$ cat src/pdp8_macros.svh
`ifndef PDP8_MACROS_SVH
`define PDP8_MACROS_SVH

// word and address sizes of the single 4K field
`define PDP8_WORD_W 12
`define PDP8_ADDR_W 12
`define PDP8_MEM_DEPTH 4096

// extra cycles per memory read, must be 1 or more
`define PDP8_MEM_WAIT 2

// auto-index locations on page zero
`define PDP8_AUTOINDEX_LO 12'o0010
`define PDP8_AUTOINDEX_HI 12'o0017

`endif

$ cat src/pdp8_pkg.sv
`include "pdp8_macros.svh"

package pdp8_pkg;

  typedef enum logic [4:0] {
    H0, HW, H1, H2,      // halt and front panel
    F0, FW, F1, F2, F3,  // fetch
    D0, DW, D1, D2,      // defer
    E0, EW, E1, E2, E3   // execute
  } major_state_t;

  // top three bits of an instruction word
  typedef enum logic [2:0] {
    AND, TAD, ISZ, DCA, JMS, JMP, IOT, OPR
  } opcode_t;

  typedef struct packed {
    logic [`PDP8_WORD_W-1:0] sr;
    logic load_addr;
    logic deposit;
    logic examine;
    logic cont;
  } panel_t;

  typedef struct packed {
    logic [`PDP8_WORD_W-1:0] pc;
    logic [`PDP8_WORD_W-1:0] ac;
    logic link;
    logic running;
    logic [`PDP8_WORD_W-1:0] mdout;
  } core_status_t;

  // states that hold while a memory read settles
  function automatic logic is_wait_state(major_state_t s);
    return s inside {FW, DW, EW, HW};
  endfunction

  // opcodes 0 to 5 carry an operand address
  function automatic logic is_mem_ref(opcode_t op);
    return op inside {AND, TAD, ISZ, DCA, JMS, JMP};
  endfunction

endpackage

$ cat src/mem_addr.sv
`timescale 1ns/1ps
`include "pdp8_macros.svh"

module mem_addr import pdp8_pkg::*; (
  input  logic                    clk,
  input  logic                    reset,
  input  major_state_t            state,
  input  logic [`PDP8_WORD_W-1:0] pc,
  input  logic [`PDP8_WORD_W-1:0] ac,
  input  logic [`PDP8_WORD_W-1:0] sr,
  input  logic                    load_addr,
  input  logic                    deposit,
  input  logic                    examine,
  input  logic [`PDP8_WORD_W-1:0] ram_dout,
  output logic [`PDP8_ADDR_W-1:0] ram_addr,
  output logic [`PDP8_WORD_W-1:0] ram_din,
  output logic                    ram_write_en,
  output logic [`PDP8_WORD_W-1:0] instruction,
  output logic [`PDP8_WORD_W-1:0] ma,
  output logic [`PDP8_WORD_W-1:0] mdout,
  output logic                    isz_skip
);

  opcode_t    op;
  logic       autoindex;
  logic [4:0] page;
  logic       op_load;  // panel request latched in H0
  logic       op_dep;
  logic       op_exam;

  assign op        = opcode_t'(instruction[11:9]);
  assign autoindex = (ma >= `PDP8_AUTOINDEX_LO) && (ma <= `PDP8_AUTOINDEX_HI);
  assign page      = instruction[7] ? ma[11:7] : 5'b00000;  // ma holds the fetch address

  // fetch reads at pc, everything else at ma
  assign ram_addr = (state == F0 || state == FW) ? pc : ma;

  always_ff @(posedge clk) begin
    if (reset) begin
      ma           <= '0;
      instruction  <= 12'o7000;
      isz_skip     <= 1'b0;
      ram_write_en <= 1'b0;
      op_load      <= 1'b0;
      op_dep       <= 1'b0;
      op_exam      <= 1'b0;
    end else begin
      ram_write_en <= 1'b0;
      case (state)
        F0: ma <= pc;
        FW: instruction <= ram_dout;
        F3: if (is_mem_ref(op)) ma <= {page, instruction[6:0]};
        D1: if (autoindex) ram_write_en <= 1'b1;  // bump pointer in place
        D2: ma <= autoindex ? mdout + 12'd1 : mdout;
        E1: begin
          case (op)
            ISZ: begin
              ram_write_en <= 1'b1;
              isz_skip     <= (mdout == 12'o7777);
            end
            DCA, JMS: ram_write_en <= 1'b1;
            default: ;
          endcase
        end
        E3: isz_skip <= 1'b0;
        H0: begin
          op_load <= load_addr;
          op_dep  <= deposit;
          op_exam <= examine;
        end
        H1: begin
          if (op_load) begin
            ma <= sr;
          end else if (op_dep) begin
            ram_write_en <= 1'b1;
          end
        end
        H2: if (op_dep || op_exam) ma <= ma + 12'd1;
        default: ;
      endcase
    end
  end

  always_ff @(posedge clk) begin
    case (state)
      FW, DW, EW, HW: mdout <= ram_dout;
      D1: ram_din <= mdout + 12'd1;
      E1: begin
        case (op)
          ISZ: ram_din <= mdout + 12'd1;
          DCA: ram_din <= ac;
          JMS: ram_din <= pc;  // already the return address
          default: ;
        endcase
      end
      H1: ram_din <= sr;
      default: ;
    endcase
  end

  // writes land one cycle after their state, never during a read wait
  a_no_write_in_wait: assert property (
    @(posedge clk) disable iff (reset) ram_write_en |-> !is_wait_state(state)
  );

endmodule

$ cat config.mk
export PLATFORM = sky130hd
export DESIGN_NAME = mem_addr
export DESIGN_NICKNAME = d
export VERILOG_FILES = /design/src/pdp8_pkg.sv /design/src/mem_addr.sv
export VERILOG_INCLUDE_DIRS = /design/src
export SDC_FILE = /design/constraint.sdc
export NUM_CORES = 1
export LEC_CHECK = 0
export BUFFER_PORTS_ARGS = -buffer_cell sky130_fd_sc_hd__buf_4
export CORE_ASPECT_RATIO = 0.5
export CORE_MARGIN = 1.5
export CORE_UTILIZATION = 33
export CTS_CLUSTER_DIAMETER = 60
export CTS_CLUSTER_SIZE = 24
export DETAILED_ROUTE_END_ITERATION = 16
export PLACE_DENSITY = 0.62
export SETUP_SLACK_MARGIN = 0.3
export SYNTH_ARGS = -nofsm -noshare
export SYNTH_HDL_FRONTEND = slang
export SYNTH_SLANG_ARGS = --single-unit
$ cat constraint.sdc
create_clock -name clk -period 3.43 [get_ports clk]
set_clock_uncertainty 0.1 [all_clocks]
set_input_delay 0.343 -clock clk [delete_from_list [all_inputs] [get_ports clk]]
set_output_delay 0.343 -clock clk [all_outputs]
set_load 0.01 [all_outputs]
# --- Yosys cells after proc, flatten, opt, wreduce, memory -nomap -nowiden ---
# Cells that the tools add are included.
word_totals:
  register_bits: 53
  input_bits: 58
  out_inout_bits: 62
classes:
  addsub: 2
  order_cmp: 2
  eq_ne: 24
  mux: 16
  reduce_logical: 15
op_table:
  columns: ["operator", "count"]
  rows:
  - ["12-bit one-hot mux with 3 select lines", 2]
  - ["12-bit 2-to-1 mux", 5]
  - ["12-bit one-hot mux with 5 select lines", 1]
  - ["5-bit by 4-bit equality test with 1-bit output, second input constant", 6]
  - ["12-bit by 1-bit adder with 12-bit output, second input constant", 2]
  - ["12-bit equality test, second input constant", 1]
  - ["12-bit by 4-bit >= comparator with 1-bit output, second input constant", 1]
  - ["12-bit by 4-bit <= comparator with 1-bit output, second input constant", 1]
  - ["5-bit by 2-bit equality test with 1-bit output, second input constant", 2]
  - ["5-bit by 3-bit equality test with 1-bit output, second input constant", 2]
  - ["2-bit != test, second input constant", 5]
  - ["3-bit by 2-bit equality test with 1-bit output, second input constant", 2]
  - ["3-bit equality test, second input constant", 2]
  - ["6-bit nonzero test", 1]
  - ["5-bit by 1-bit equality test with 1-bit output, second input constant", 1]
  - ["5-bit equality test, second input constant", 1]
  - ["5-bit zero test", 1]
  - ["1-bit 2-to-1 mux", 5]
  - ["5-bit 2-to-1 mux", 1]
  - ["5-bit AND reduction", 1]
  - ["5-bit nonzero test", 1]
  - ["4-bit != test, second input constant", 1]
  - ["2-bit AND reduction", 2]
  - ["4-bit AND reduction", 1]
  - ["other kinds (10)", 11]

# --- Logic depth before layout (Yosys ltp) ---
# Gate-level depths: netlist of the first run.
logic_depth:
  ltp_word: 4
  mapped_depth: 9
  mapped_depth_nobuf: 7

# --- Least setup slack after synthesis of the first run ---
# OpenSTA, ideal clock, no wires.
synth_path:
  path_kind: "input to register"
  start: "input state[3]"
  end: "register ram_din[0], enable pin"
  setup_time_ns: 0.346
  t_arrival_ns: 1.674
  required_time_ns: 2.984
  setup_slack_ns: 1.310
  path_stages: 6
  path_cell_list: "buf_6 nor3_2 and3b_1 clkbuf_1 buf_2 a21o_1"
synth_via:
  elab_chain_len: 3
  word_cells_on_any_way: 6
  classes_between: "eq/ne: 4; reduce/logical: 2"
synth_rtl:
  columns: ["item", "line_no", "rtl"]
  rows:
  - ["start: declaration", "mem_addr.sv:7", "input major_state_t state,"]
  - ["5-bit by 4-bit equality test with 1-bit output / 5-bit by 2-bit equality test with 1-bit output (equally long branches)", "mem_addr.sv:85", "case (state)"]
  - ["4-bit != test (no source line) / 3-bit nonzero test (equally long branches)", null, null]
  - ["2-bit AND reduction (no source line) (*)", null, null]
  - ["end signal: assignment", "mem_addr.sv:87", "D1: ram_din <= mdout + 12'd1;"]
  - ["end signal: assignment", "mem_addr.sv:90", "ISZ: ram_din <= mdout + 12'd1;"]
  - ["end signal: assignment", "mem_addr.sv:92", "JMS: ram_din <= pc;"]
  - ["end: declaration", "mem_addr.sv:16", "output logic [`PDP8_WORD_W-1:0] ram_din,"]
# Mark *: on every way between the ends. The rest lies on a longest branch, timed or not.
# A chain may end at the register's enable or synchronous reset.

# --- Worst setup path in the final report of the first run ---
layout_path:
  start: "register mdout[0]"
  end: "register ram_din[8] (data pin)"
layout_via:
  elab_chain_len: 3
layout_rtl:
  columns: ["item", "line_no", "rtl"]
  rows:
  - ["start: declaration", "mem_addr.sv:20", "output logic [`PDP8_WORD_W-1:0] mdout,"]
  - ["start signal: assignment", "mem_addr.sv:86", "FW, DW, EW, HW: mdout <= ram_dout;"]
  - ["12-bit by 1-bit adder with 12-bit output (*)", "mem_addr.sv:87, mem_addr.sv:90", null]
  - ["12-bit one-hot mux with 3 select lines", "mem_addr.sv:89", "case (op)"]
  - ["12-bit one-hot mux with 3 select lines (*)", "mem_addr.sv:85", null]
# Marked as above.

==> results.py, run 1 <==
metrics = {
    "setup_path": {
        "timing.critical_path.required_ns": 3.38,
        "worst_setup_path_end_kind": "register",
        "worst_r2r_endpoint": "ram_din[8]$_DFFE_PP_",
        "crit-reg2reg-launch": "mdout[0]$_DFFE_PP_",
        "cp.arrival_ns": 2.36,
        "path_class": "register to register",
        "reg2reg_setup_slack_ns": 1.02,
        "startpoint_type": "register",
        "worst-path-max-fanout": 7,
        "reg2regPathDepth": 6,
    },
    "sta": {
        "final-setup-viol-count": 0,
        "drv_slew": 0,
        "timing.final.crit_share_pct": 70.15,
        "postLayoutSetupSlackWorst_ns": 1.024,
        "maxClockFrequency_ghz": 0.4156,
        "timing_hold_violations_final": 0,
        "setup_tns_ns": 0,
        "tightestPinTransition_ns": 0.7376,
        "slew_headroom_pct": 50.72,
        "rsz_0062_raised_after_global_routing": "false",
        "min_period_ns": 2.406,
    },
    "final_layout": {
        "design_area_um2": 4667,
        "layout_commonest_cell": "sky130_fd_sc_hd__buf_4",
        "layout.filler_cells": 1054,
        "area.sequential_um2": 1301,
        "layout_common_cells": "sky130_fd_sc_hd__buf_4 (124), sky130_fd_sc_hd__nand2_1 (75), sky130_fd_sc_hd__a21oi_1 (40), sky130_fd_sc_hd__o21ai_0 (33), sky130_fd_sc_hd__dfxtp_1 (29)",
        "areaGrowthSynthToFinish_pct": 32.69,
        "layout.cells.non_filler": 670,
        "multiInputGateArea_um2": 2027,
        "layout.nets": 590,
        "fraction_of_final_layout_cells_sized_beyond_drive_strength_1_pct": 29.06,
        "diodes": 0,
    },
    "cts": {
        "path_clk_slew_ns": 0.08,
        "holdBufCountCts": 0,
        "cts_max_level": 2,
        "maximum_buffer_depth_of_the_clock_tree": 2,
        "cts_root_buf": "sky130_fd_sc_hd__clkbuf_16",
        "clock_sinks": 53,
        "cts-resized-gates": 0,
        "clock_insertion_delay_worst_skew_ns": 0.30,
        "tritoncts": "yes",
        "post-cts-setup-buffer-count": 0,
        "cts_made_buffers": 5,
    },
    "routing": {
        "highest_signal_layer": "met4",
        "firstDrtPassIters": 4,
        "route.final.wire_length_um": 12390,
        "wl_met2_um": 5504,
        "vias_per_cell": 5.451,
        "final_antenna_net_count": 0,
        "initialDrtViolationCount": 292,
        "avgRoutedWirePerCell_um": 18.49,
        "remaining_drc_errors": 0,
        "wl_met1_um": 5690,
        "vias": 3652,
        "met3_length_um": 1053,
    },
    "place": {
        "routabilityCongestion": 0.9223,
        "detailedPlacementHpwl_um": 9845,
        "placed_area_um2": 4494,
        "buffer_ports.inserted": 119,
        "number_of_cells_in_the_design_after_placement": 662,
        "placement.setup.worst_slack_ns": 1.014,
    },
    "yosys": {
        "syn_area_per_cell_um2": 8.295,
        "dominantRegCellSynth": "sky130_fd_sc_hd__dfxtp_1",
        "synthSimpleGateAreaFrac_pct": 22.87,
        "synth_top_family_by_area": "compound AO/OA/AOI/OAI gates",
        "netlist-cell-type-count": 58,
        "post_synthesis_sequential_element_count": 53,
        "synth-async-reset-ratio_pct": 0,
        "compound_gate_portion_of_the_synthesized_area_pct": 23.05,
        "synth_cells": 424,
        "mappedNetlistArea_um2": 3517,
        "yosys-mux-area-fraction_pct": 3.166,
        "post_syn_nets": 485,
        "synth-edff-count": 24,
        "synth_fa_ha_area_share_pct": 1.067,
        "synth-seq-area-share_pct": 37.00,
        "xor_and_xnor_fraction_of_the_mapped_netlist_area_pct": 7.471,
        "ys_warns": 0,
    },
    "global_routing": {
        "grt_max_degree": 23,
        "grt_pass1_wl_um": 19000,
        "antenna_violations_before_repair": 0,
        "first_global_vias": 3470,
        "global_route.overflow_total": 0,
        "groute.usage.overall_pct": 21.83,
    },
    "power": {
        "static-leakage-power_nw": 1.861,
        "seq_power_share_pct": 45.2,
        "fraction_of_power_consumed_by_combinational_cells_pct": 17.3,
        "power.net_switching_uw": 427.6,
        "irDropWorstVdd_mv": 0.1701,
        "internal-power_mw": 1.166,
        "pwr_density_cell_nw_per_um2": 341.4,
        "power.clock.fraction_pct": 37.6,
        "power_switching_share_pct": 26.84,
    },
    "floorplanning": {
        "die_height_um": 76,
        "row_count": 26,
        "fp.coreArea_um2": 10280,
        "floorplan.io_pins": 120,
        "dieWidth_um": 149,
        "area_enclosed_by_the_die_boundary_um2": 11320,
        "initial_core_util_pct": 34.21,
    },
    "job": {
        "cap_viol_max_count": 0,
    },
    "run_status": {
        "status": "finished clean",
    },
    "min_path": {
        "min_path_type": "input pin to register",
        "start_point_of_the_worst_hold_path": "ram_dout[9]",
        "worstHoldPathCells": 1,
        "min_to": "mdout[9]$_DFFE_PP_",
    },
}
## power groups by stage
stage          clock (mW)  combinational, mW  sequential (mW)
6_report            0.599              0.275            0.719
5_1_grt             0.633              0.298            0.722
4_1_cts             0.607              0.275            0.718
3_5_place_dp            0              0.274            0.733
3_3_place_gp            0              0.272            0.733
2_1_floorplan           0              0.133            0.727
## worst max path at each step
stage,cells after the start,from,endpoint
global route,7,mdout[0]$_DFFE_PP_,ma[6]$_SDFFE_PP0P_
detailed placement,8,state[4],ram_din[7]$_DFFE_PP_
finish,6,mdout[0]$_DFFE_PP_,ram_din[8]$_DFFE_PP_
CTS,6,mdout[0]$_DFFE_PP_,ram_din[8]$_DFFE_PP_
global placement,6,mdout[0]$_DFFE_PP_,ram_din[8]$_DFFE_PP_
floorplan,6,state[3],ram_din[0]$_DFFE_PP_
## critical path, cell delays in order, from the launching register on
cell	delay, ns
sky130_fd_sc_hd__edfxtp_1	0.56
sky130_fd_sc_hd__ha_1	0.29
sky130_fd_sc_hd__nand3_1	0.25
sky130_fd_sc_hd__or3_1	0.45
sky130_fd_sc_hd__xor2_1	0.16
sky130_fd_sc_hd__a21oi_1	0.07
sky130_fd_sc_hd__a211o_1	0.28
## cells by family (layout without fill, tap and decap cells)
group	after synthesis	in the layout
AOI/OAI and AO/OA	129	129
muxes	10	10
buffers and inverters	42	148
DFF	53	53
adders and majority gates	3	3
xor gates and xnor gates	30	30
and+or+nand+nor	157	157
## cell type report
class                   instances  share of cell area, %
clock buffers                   5                  2.681
clock inverters                 3                  1.019
inverters                      16                  1.287
multi-input cells             329                  43.43
flip-flops and latches         53                  27.88
well taps                     140                  3.753
repair buffers                124                  19.95
## per-layer routing
metal  up-vias  global-route usage [%]
li1       1742                       -
met1      1756                   31.82
met2       139                   33.01
met3        15                   5.090
met4         0                   3.861
met5         -                       0
## synth_stat cells (all sizes together) (2+ instances only)
cell | number | area share [%]
and3 | 5 | 0.89
nand3b | 5 | 1.1
nand2 | 75 | 8.0
a22o | 6 | 1.5
o221ai | 5 | 1.2
o211ai | 4 | 0.85
a221oi | 3 | 0.75
xor2 | 14 | 3.5
nor3b | 2 | 0.43
a32oi | 2 | 0.50
and2 | 4 | 0.71
dfxtp | 29 | 17
inv | 16 | 1.7
a21oi | 43 | 6.4
nand3 | 12 | 1.7
nor2 | 22 | 2.4
or3b | 2 | 0.57
clkbuf | 14 | 1.5
xnor2 | 16 | 4.0
buf | 12 | 2.2
or2 | 2 | 0.36
nor4 | 4 | 1.6
nand4 | 7 | 1.2
mux2 | 9 | 2.9
o31ai | 8 | 1.7
nor2b | 2 | 0.36
o21ai | 37 | 5.3
nor3 | 9 | 1.7
a22oi | 2 | 0.43
a211o | 4 | 1.0
ha | 3 | 1.1
o22ai | 9 | 1.6
edfxtp | 24 | 20
## flip-flops by register name, summed over array words and instances, names as in the netlist
register and count:
op_exam 1, ram_write_en 1, instruction 12, op_load 1, ram_din 12, op_dep 1, ma 12, mdout 12
isz_skip 1
## per-stage QoR
stage	util (%)	power, mW	hold WS (ns)
after floorplan	-	0.8605	0.3367
after global placement	43.72	1.005	0.3463
after detailed placement	43.72	1.006	0.3574
after CTS	45.40	1.599	0.1225
after global routing	45.40	1.653	0.1164
final	45.40	1.593	0.1236
(Power assumes the default switching activity.)
==> run 2, diff against run 1 <==
==> constraint.sdc (replaced) <==
create_clock -name clk -period 2.3 [get_ports clk]
set_clock_uncertainty 0.1 [all_clocks]
set_input_delay 0.23 -clock clk [delete_from_list [all_inputs] [get_ports clk]]
set_output_delay 0.23 -clock clk [all_outputs]
set_load 0.01 [all_outputs]
==> run 2 against run 1 <==
Total power up 46%. Via count rose by 6.4%. Count of clock-buffer cells in the layout stayed put. Sequential share of layout area is 1.8 points lower. Sequential cell count stayed put. Register-to-register slack worse by 0.70 ns. Sequential power is 47% higher. Utilization is 3.2 points higher. Combinational power is 76% higher. Non-clock buffer count grew 36. Cell area increased by 7.0%. Critical path depth fell by 1. Largest power group unchanged. Critical path type unchanged.
==> results.py, run 2 (synthesized netlist as in run 1, its figures left out) <==
metrics = {
    "routing": {
        "vias_per_cell": 5.501,
        "remaining_drc_errors": 0,
        "avgRoutedWirePerCell_um": 19.21,
        "firstDrtPassIters": 5,
        "vias": 3884,
        "final_antenna_net_count": 0,
        "route.final.wire_length_um": 13560,
        "initialDrtViolationCount": 378,
    },
    "place": {
        "routabilityCongestion": 0.9355,
        "number_of_cells_in_the_design_after_placement": 692,
        "buffer_ports.inserted": 119,
        "placed_area_um2": 4751,
        "detailedPlacementHpwl_um": 10730,
    },
    "setup_path": {
        "crit_start": "mdout[2]$_DFFE_PP_",
        "cp.arrival_ns": 1.94,
        "startpoint_type": "register",
        "crit-reg2reg-launch": "mdout[2]$_DFFE_PP_",
        "crit_path_max_incr_delay_ns": 0.56,
        "crit_family": "simple AND/OR/NAND/NOR gates",
        "reg2reg_setup_slack_ns": 0.33,
        "crit_slowest_cell": "sky130_fd_sc_hd__edfxtp_1",
        "worst_setup_path_end_kind": "register",
        "worst-path-max-fanout": 6,
        "crit_chain": "nand4_1 -> nor3_1 -> xnor2_1 -> nand2_1 -> a22o_1",
        "path_class": "register to register",
        "timing.critical_path.required_ns": 2.26,
        "timing.critical_path.buf_inv": 0,
    },
    "power": {
        "pwr_density_cell_nw_per_um2": 464.7,
        "irDropWorstVdd_mv": 0.2879,
        "power.clock.fraction_pct": 33.7,
        "fraction_of_power_consumed_by_combinational_cells_pct": 20.9,
        "power.net_switching_uw": 662.3,
        "static-leakage-power_nw": 2.040,
        "seq_power_share_pct": 45.5,
        "power_switching_share_pct": 28.53,
        "internal-power_mw": 1.659,
    },
    "final_layout": {
        "design_area_um2": 4995,
        "areaGrowthSynthToFinish_pct": 42.01,
        "layout_commonest_cell": "sky130_fd_sc_hd__buf_4",
        "layout.nets": 626,
        "fraction_of_final_layout_cells_sized_beyond_drive_strength_1_pct": 36.04,
        "layout_common_cells": "sky130_fd_sc_hd__buf_4 (159), sky130_fd_sc_hd__nand2_1 (73), sky130_fd_sc_hd__a21oi_1 (39), sky130_fd_sc_hd__o21ai_0 (33), sky130_fd_sc_hd__dfxtp_1 (29)",
        "layout.cells.non_filler": 706,
        "diodes": 0,
        "final_util_pct": 48.59,
    },
    "sta": {
        "final-setup-viol-count": 0,
        "min_period_ns": 1.975,
        "drv_slew": 0,
        "tightestPinTransition_ns": 0.5463,
        "maxClockFrequency_ghz": 0.5064,
        "slew_headroom_pct": 63.58,
        "setup_tns_ns": 0,
        "timing.final.crit_share_pct": 85.86,
        "rsz_0062_raised_after_global_routing": "true",
        "timing_hold_violations_final": 0,
        "whs_ns": 0.007158,
    },
    "global_routing": {
        "global_route.overflow_total": 0,
        "grt_pass1_wl_um": 20360,
        "antenna_violations_before_repair": 0,
        "use_met3_pct": 5.749,
        "met2_usage_grt_pct": 33.52,
        "first_global_vias": 3481,
        "groute.usage.overall_pct": 23.64,
        "grt_use_met1_pct": 35.48,
        "grt_max_degree": 22,
        "grt-busiest-layer": "met1",
    },
    "floorplanning": {
        "dieWidth_um": 149,
        "fp.coreArea_um2": 10280,
        "floorplan.io_pins": 120,
        "row_count": 26,
        "initial_core_util_pct": 34.21,
        "area_enclosed_by_the_die_boundary_um2": 11320,
        "die_height_um": 76,
    },
    "min_path": {
        "start_point_of_the_worst_hold_path": "ram_dout[6]",
        "min_path_type": "input pin to register",
    },
    "cts": {
        "clock_sinks": 53,
        "cts_max_level": 2,
        "maximum_buffer_depth_of_the_clock_tree": 2,
        "path_clk_slew_ns": 0.07,
        "cts_root_buf": "sky130_fd_sc_hd__clkbuf_16",
        "cts_made_buffers": 5,
        "tritoncts": "yes",
        "clock_insertion_delay_worst_skew_ns": 0.30,
    },
    "run_status": {
        "status": "finished clean",
    },
    "job": {
        "cap_viol_max_count": 0,
    },
}
==> run 2: changes by cell type in the layout (fill, tap and decap cells not counted), sizes merged <==
cell,previous run,this run
bufinv,1,0
buf,124,160
clkinv,0,3
inv,18,16
==> run 2: final timing paths <==
kind	end	cells after the start
setup / recovery	ram_din[9]$_DFFE_PP_	5
hold / removal	mdout[6]$_DFFE_PP_	1
setup reg to reg	ram_din[9]$_DFFE_PP_	5
hold reg to reg	op_exam$_SDFFE_PP0N_	2
==> run 2: layout make-up <==
| type | count | area [µm²] |
|---|---|---|
| clock buffer | 5 | 125.1 |
| fill | 1029 | 5285 |
| sequential | 53 | 1301 |
| inverter | 16 | 60.06 |
| clock inverter | 3 | 22.52 |
| timing repair buffer | 160 | 1205 |
| multi-input combinational | 329 | 2106 |
| tap | 140 | 175.2 |
==> run 2: timing repair <==
action / CTS / global route
setup endpoints to repair: 5 / 27
buffers inserted: 0 / 6
gates resized for setup: 2 / 10
pin swaps: 0 / 2
hold buffers: 0 / 0
==> run 2: per-layer routing <==
| layer | up-vias | wire length, µm | part of all wire, % |
|---|---|---|---|
| met4 | 0 | 173 | 1.3 |
| li1 | 1812 | - | - |
| met3 | 17 | 1134 | 8.4 |
| met1 | 1865 | 6474 | 48 |
| met2 | 190 | 5781 | 43 |
| met5 | - | 0 | 0 |
==> run 2: per-stage QoR <==
stage	setup slack [ns]	total power, mW
final	0.3252	2.321
after global routing	0.2623	2.402
after detailed placement	0.1417	1.540
after global placement	0.1908	1.539
after floorplan	0.3208	1.288
after CTS	0.3148	2.311
==> run 2: power by group through the flow <==
stage          logic, mW  clock network, mW  registers (mW)
2_1_floorplan      0.202                  0            1.09
5_1_grt            0.519              0.825            1.06
3_5_place_dp       0.465                  0            1.07
6_report           0.484              0.782            1.06
4_1_cts            0.469              0.788            1.05
3_3_place_gp       0.465                  0            1.07
==> run 3, diff against run 2 <==
--- a/config.mk
+++ b/config.mk
@@ -7,13 +7,15 @@
 export NUM_CORES = 1
 export LEC_CHECK = 0
 export BUFFER_PORTS_ARGS = -buffer_cell sky130_fd_sc_hd__buf_4
+export CELL_PAD_IN_SITES_DETAIL_PLACEMENT = 0
+export CELL_PAD_IN_SITES_GLOBAL_PLACEMENT = 1
 export CORE_ASPECT_RATIO = 0.5
 export CORE_MARGIN = 1.5
 export CORE_UTILIZATION = 33
 export CTS_CLUSTER_DIAMETER = 60
 export CTS_CLUSTER_SIZE = 24
 export DETAILED_ROUTE_END_ITERATION = 16
-export PLACE_DENSITY = 0.62
+export PLACE_DENSITY = 0.8
 export SETUP_SLACK_MARGIN = 0.3
 export SYNTH_ARGS = -nofsm -noshare
 export SYNTH_HDL_FRONTEND = slang
==> run 3 against run 2 <==
Non-clock buffer count decreased by 2. Utilization decreased by 0.17 points. Largest power group unchanged. Via count decreased by 1.9%.
==> results.py, run 3 (synthesized netlist as in run 1, its figures left out) <==
metrics = {
    "run_status": {
        "status": "finished clean",
    },
    "global_routing": {
        "antenna_violations_before_repair": 0,
        "first_global_vias": 3573,
        "groute.usage.overall_pct": 23.47,
        "grt_pass1_wl_um": 20230,
        "global_route.overflow_total": 0,
        "grt_max_degree": 22,
    },
    "setup_path": {
        "reg2regPathDepth": 6,
        "crit_start": "mdout[0]$_DFFE_PP_",
        "reg2reg_setup_slack_ns": 0.32,
        "timing.critical_path.required_ns": 2.25,
        "crit-reg2reg-launch": "mdout[0]$_DFFE_PP_",
        "worst-path-max-fanout": 6,
        "worst_setup_path_end_kind": "register",
        "worst_r2r_endpoint": "ram_din[5]$_DFFE_PP_",
        "timing.critical_path.to": "ram_din[5]$_DFFE_PP_",
        "cp.arrival_ns": 1.93,
        "startpoint_type": "register",
        "path_class": "register to register",
    },
    "floorplanning": {
        "fp.coreArea_um2": 10280,
        "area_enclosed_by_the_die_boundary_um2": 11320,
        "row_count": 26,
        "initial_core_util_pct": 34.21,
        "floorplan.io_pins": 120,
        "dieWidth_um": 149,
        "die_height_um": 76,
    },
    "final_layout": {
        "multiInputGateArea_um2": 2105,
        "layout_commonest_cell": "sky130_fd_sc_hd__buf_4",
        "layout_common_cells": "sky130_fd_sc_hd__buf_4 (156), sky130_fd_sc_hd__nand2_1 (73), sky130_fd_sc_hd__a21oi_1 (40), sky130_fd_sc_hd__o21ai_0 (33), sky130_fd_sc_hd__dfxtp_1 (27)",
        "diodes": 0,
        "fraction_of_final_layout_cells_sized_beyond_drive_strength_1_pct": 35.99,
        "layout.filler_cells": 1056,
        "area.sequential_um2": 1304,
        "layout.nets": 624,
        "areaGrowthSynthToFinish_pct": 41.52,
        "final_util_pct": 48.42,
    },
    "sta": {
        "rsz_0062_raised_after_global_routing": "true",
        "timing_hold_violations_final": 0,
        "final-setup-viol-count": 0,
        "slew_headroom_pct": 67.65,
        "setup_tns_ns": 0,
        "min_period_ns": 1.977,
        "drv_slew": 0,
        "timing.final.crit_share_pct": 85.97,
        "tightestPinTransition_ns": 0.4852,
        "maxClockFrequency_ghz": 0.5057,
    },
    "routing": {
        "final_antenna_net_count": 0,
        "firstDrtPassIters": 5,
        "vias_per_cell": 5.415,
        "initialDrtViolationCount": 260,
        "vias": 3812,
        "avgRoutedWirePerCell_um": 18.87,
        "route.final.wire_length_um": 13280,
        "remaining_drc_errors": 0,
    },
    "min_path": {
        "worstHoldPathCells": 1,
        "start_point_of_the_worst_hold_path": "ram_dout[2]",
        "min_path_type": "input pin to register",
    },
    "power": {
        "static-leakage-power_nw": 2.030,
        "pwr_density_cell_nw_per_um2": 465.3,
        "irDropWorstVdd_mv": 0.2841,
    },
    "place": {
        "detailedPlacementHpwl_um": 10410,
        "buffer_ports.inserted": 119,
        "routabilityCongestion": 0.8957,
    },
    "cts": {
        "maximum_buffer_depth_of_the_clock_tree": 2,
        "clock_insertion_delay_worst_skew_ns": 0.30,
        "tritoncts": "yes",
        "path_clk_slew_ns": 0.08,
        "cts_root_buf": "sky130_fd_sc_hd__clkbuf_16",
        "holdBufCountCts": 0,
        "clock_sinks": 53,
        "cts_made_buffers": 5,
        "cts_max_level": 2,
    },
    "job": {
        "cap_viol_max_count": 0,
    },
}
## run 3: per-stage QoR
stage / std cells / instance area [µm²] / hold slack [ns] / power (mW) / setup slack, ns
global placement: 689 / 4728 / 0.3194 / 1.536 / 0.05067
detailed placement: 689 / 4728 / 0.3206 / 1.536 / 0.05728
floorplan: 424 / 3548 / 0.2289 / 1.288 / 0.3208
CTS: 699 / 4901 / 0.006675 / 2.307 / 0.3042
global route: 704 / 4977 / 0.004403 / 2.394 / 0.2661
finish: 704 / 4977 / 0.007795 / 2.316 / 0.3227
## run 3: what timing repair did
action,in CTS,in global routing
endpoints found under the setup margin,11,36
pin swaps,0,7
gates resized for setup,3,12
gates cloned,0,1
buffers inserted,2,4
endpoints found under the hold margin,0,0
## run 3: area by class of cell
cell class	count	share of cell area, %
flip-flops and latches	53	26.19
repair buffers	158	23.91
multi-input cells	329	42.28
clock buffers	6	2.589
clock inverters	2	0.3017
inverters	16	1.207
well taps	140	3.519
## run 3: worst min-delay path by stage
stage,slack [ns],to
detailed placement,0.32,mdout[2]$_DFFE_PP_
floorplan,0.23,mdout[0]$_DFFE_PP_
finish,0.008,mdout[2]$_DFFE_PP_
global placement,0.32,mdout[2]$_DFFE_PP_
global route,0.004,mdout[2]$_DFFE_PP_
CTS,0.007,mdout[2]$_DFFE_PP_
## run 3: power breakdown
part	switching [mW]	leakage (nW)	total, mW	internal (mW)
clock network	0.372	0.0714	0.780	0.408
registers	0.0441	0.455	1.06	1.02
logic	0.241	1.50	0.473	0.232
total	0.657	2.03	2.32	1.66
## run 3: metal layers
layer | GRT usage, % | up-vias | routed length [µm]
li1 | - | 1816 | -
met1 | 34.84 | 1836 | 6398
met2 | 33.80 | 138 | 5708
met3 | 4.790 | 22 | 906
met4 | 7.228 | 0 | 268
met5 | 0 | - | 0
## run 3: worst max-delay path, cell delays in order (launching register included)
cell	delay [ns]
sky130_fd_sc_hd__edfxtp_1	0.46
sky130_fd_sc_hd__buf_4	0.20
sky130_fd_sc_hd__and3_1	0.21
sky130_fd_sc_hd__nand3_1	0.15
sky130_fd_sc_hd__xor2_2	0.24
sky130_fd_sc_hd__a21oi_1	0.06
sky130_fd_sc_hd__a211o_1	0.29
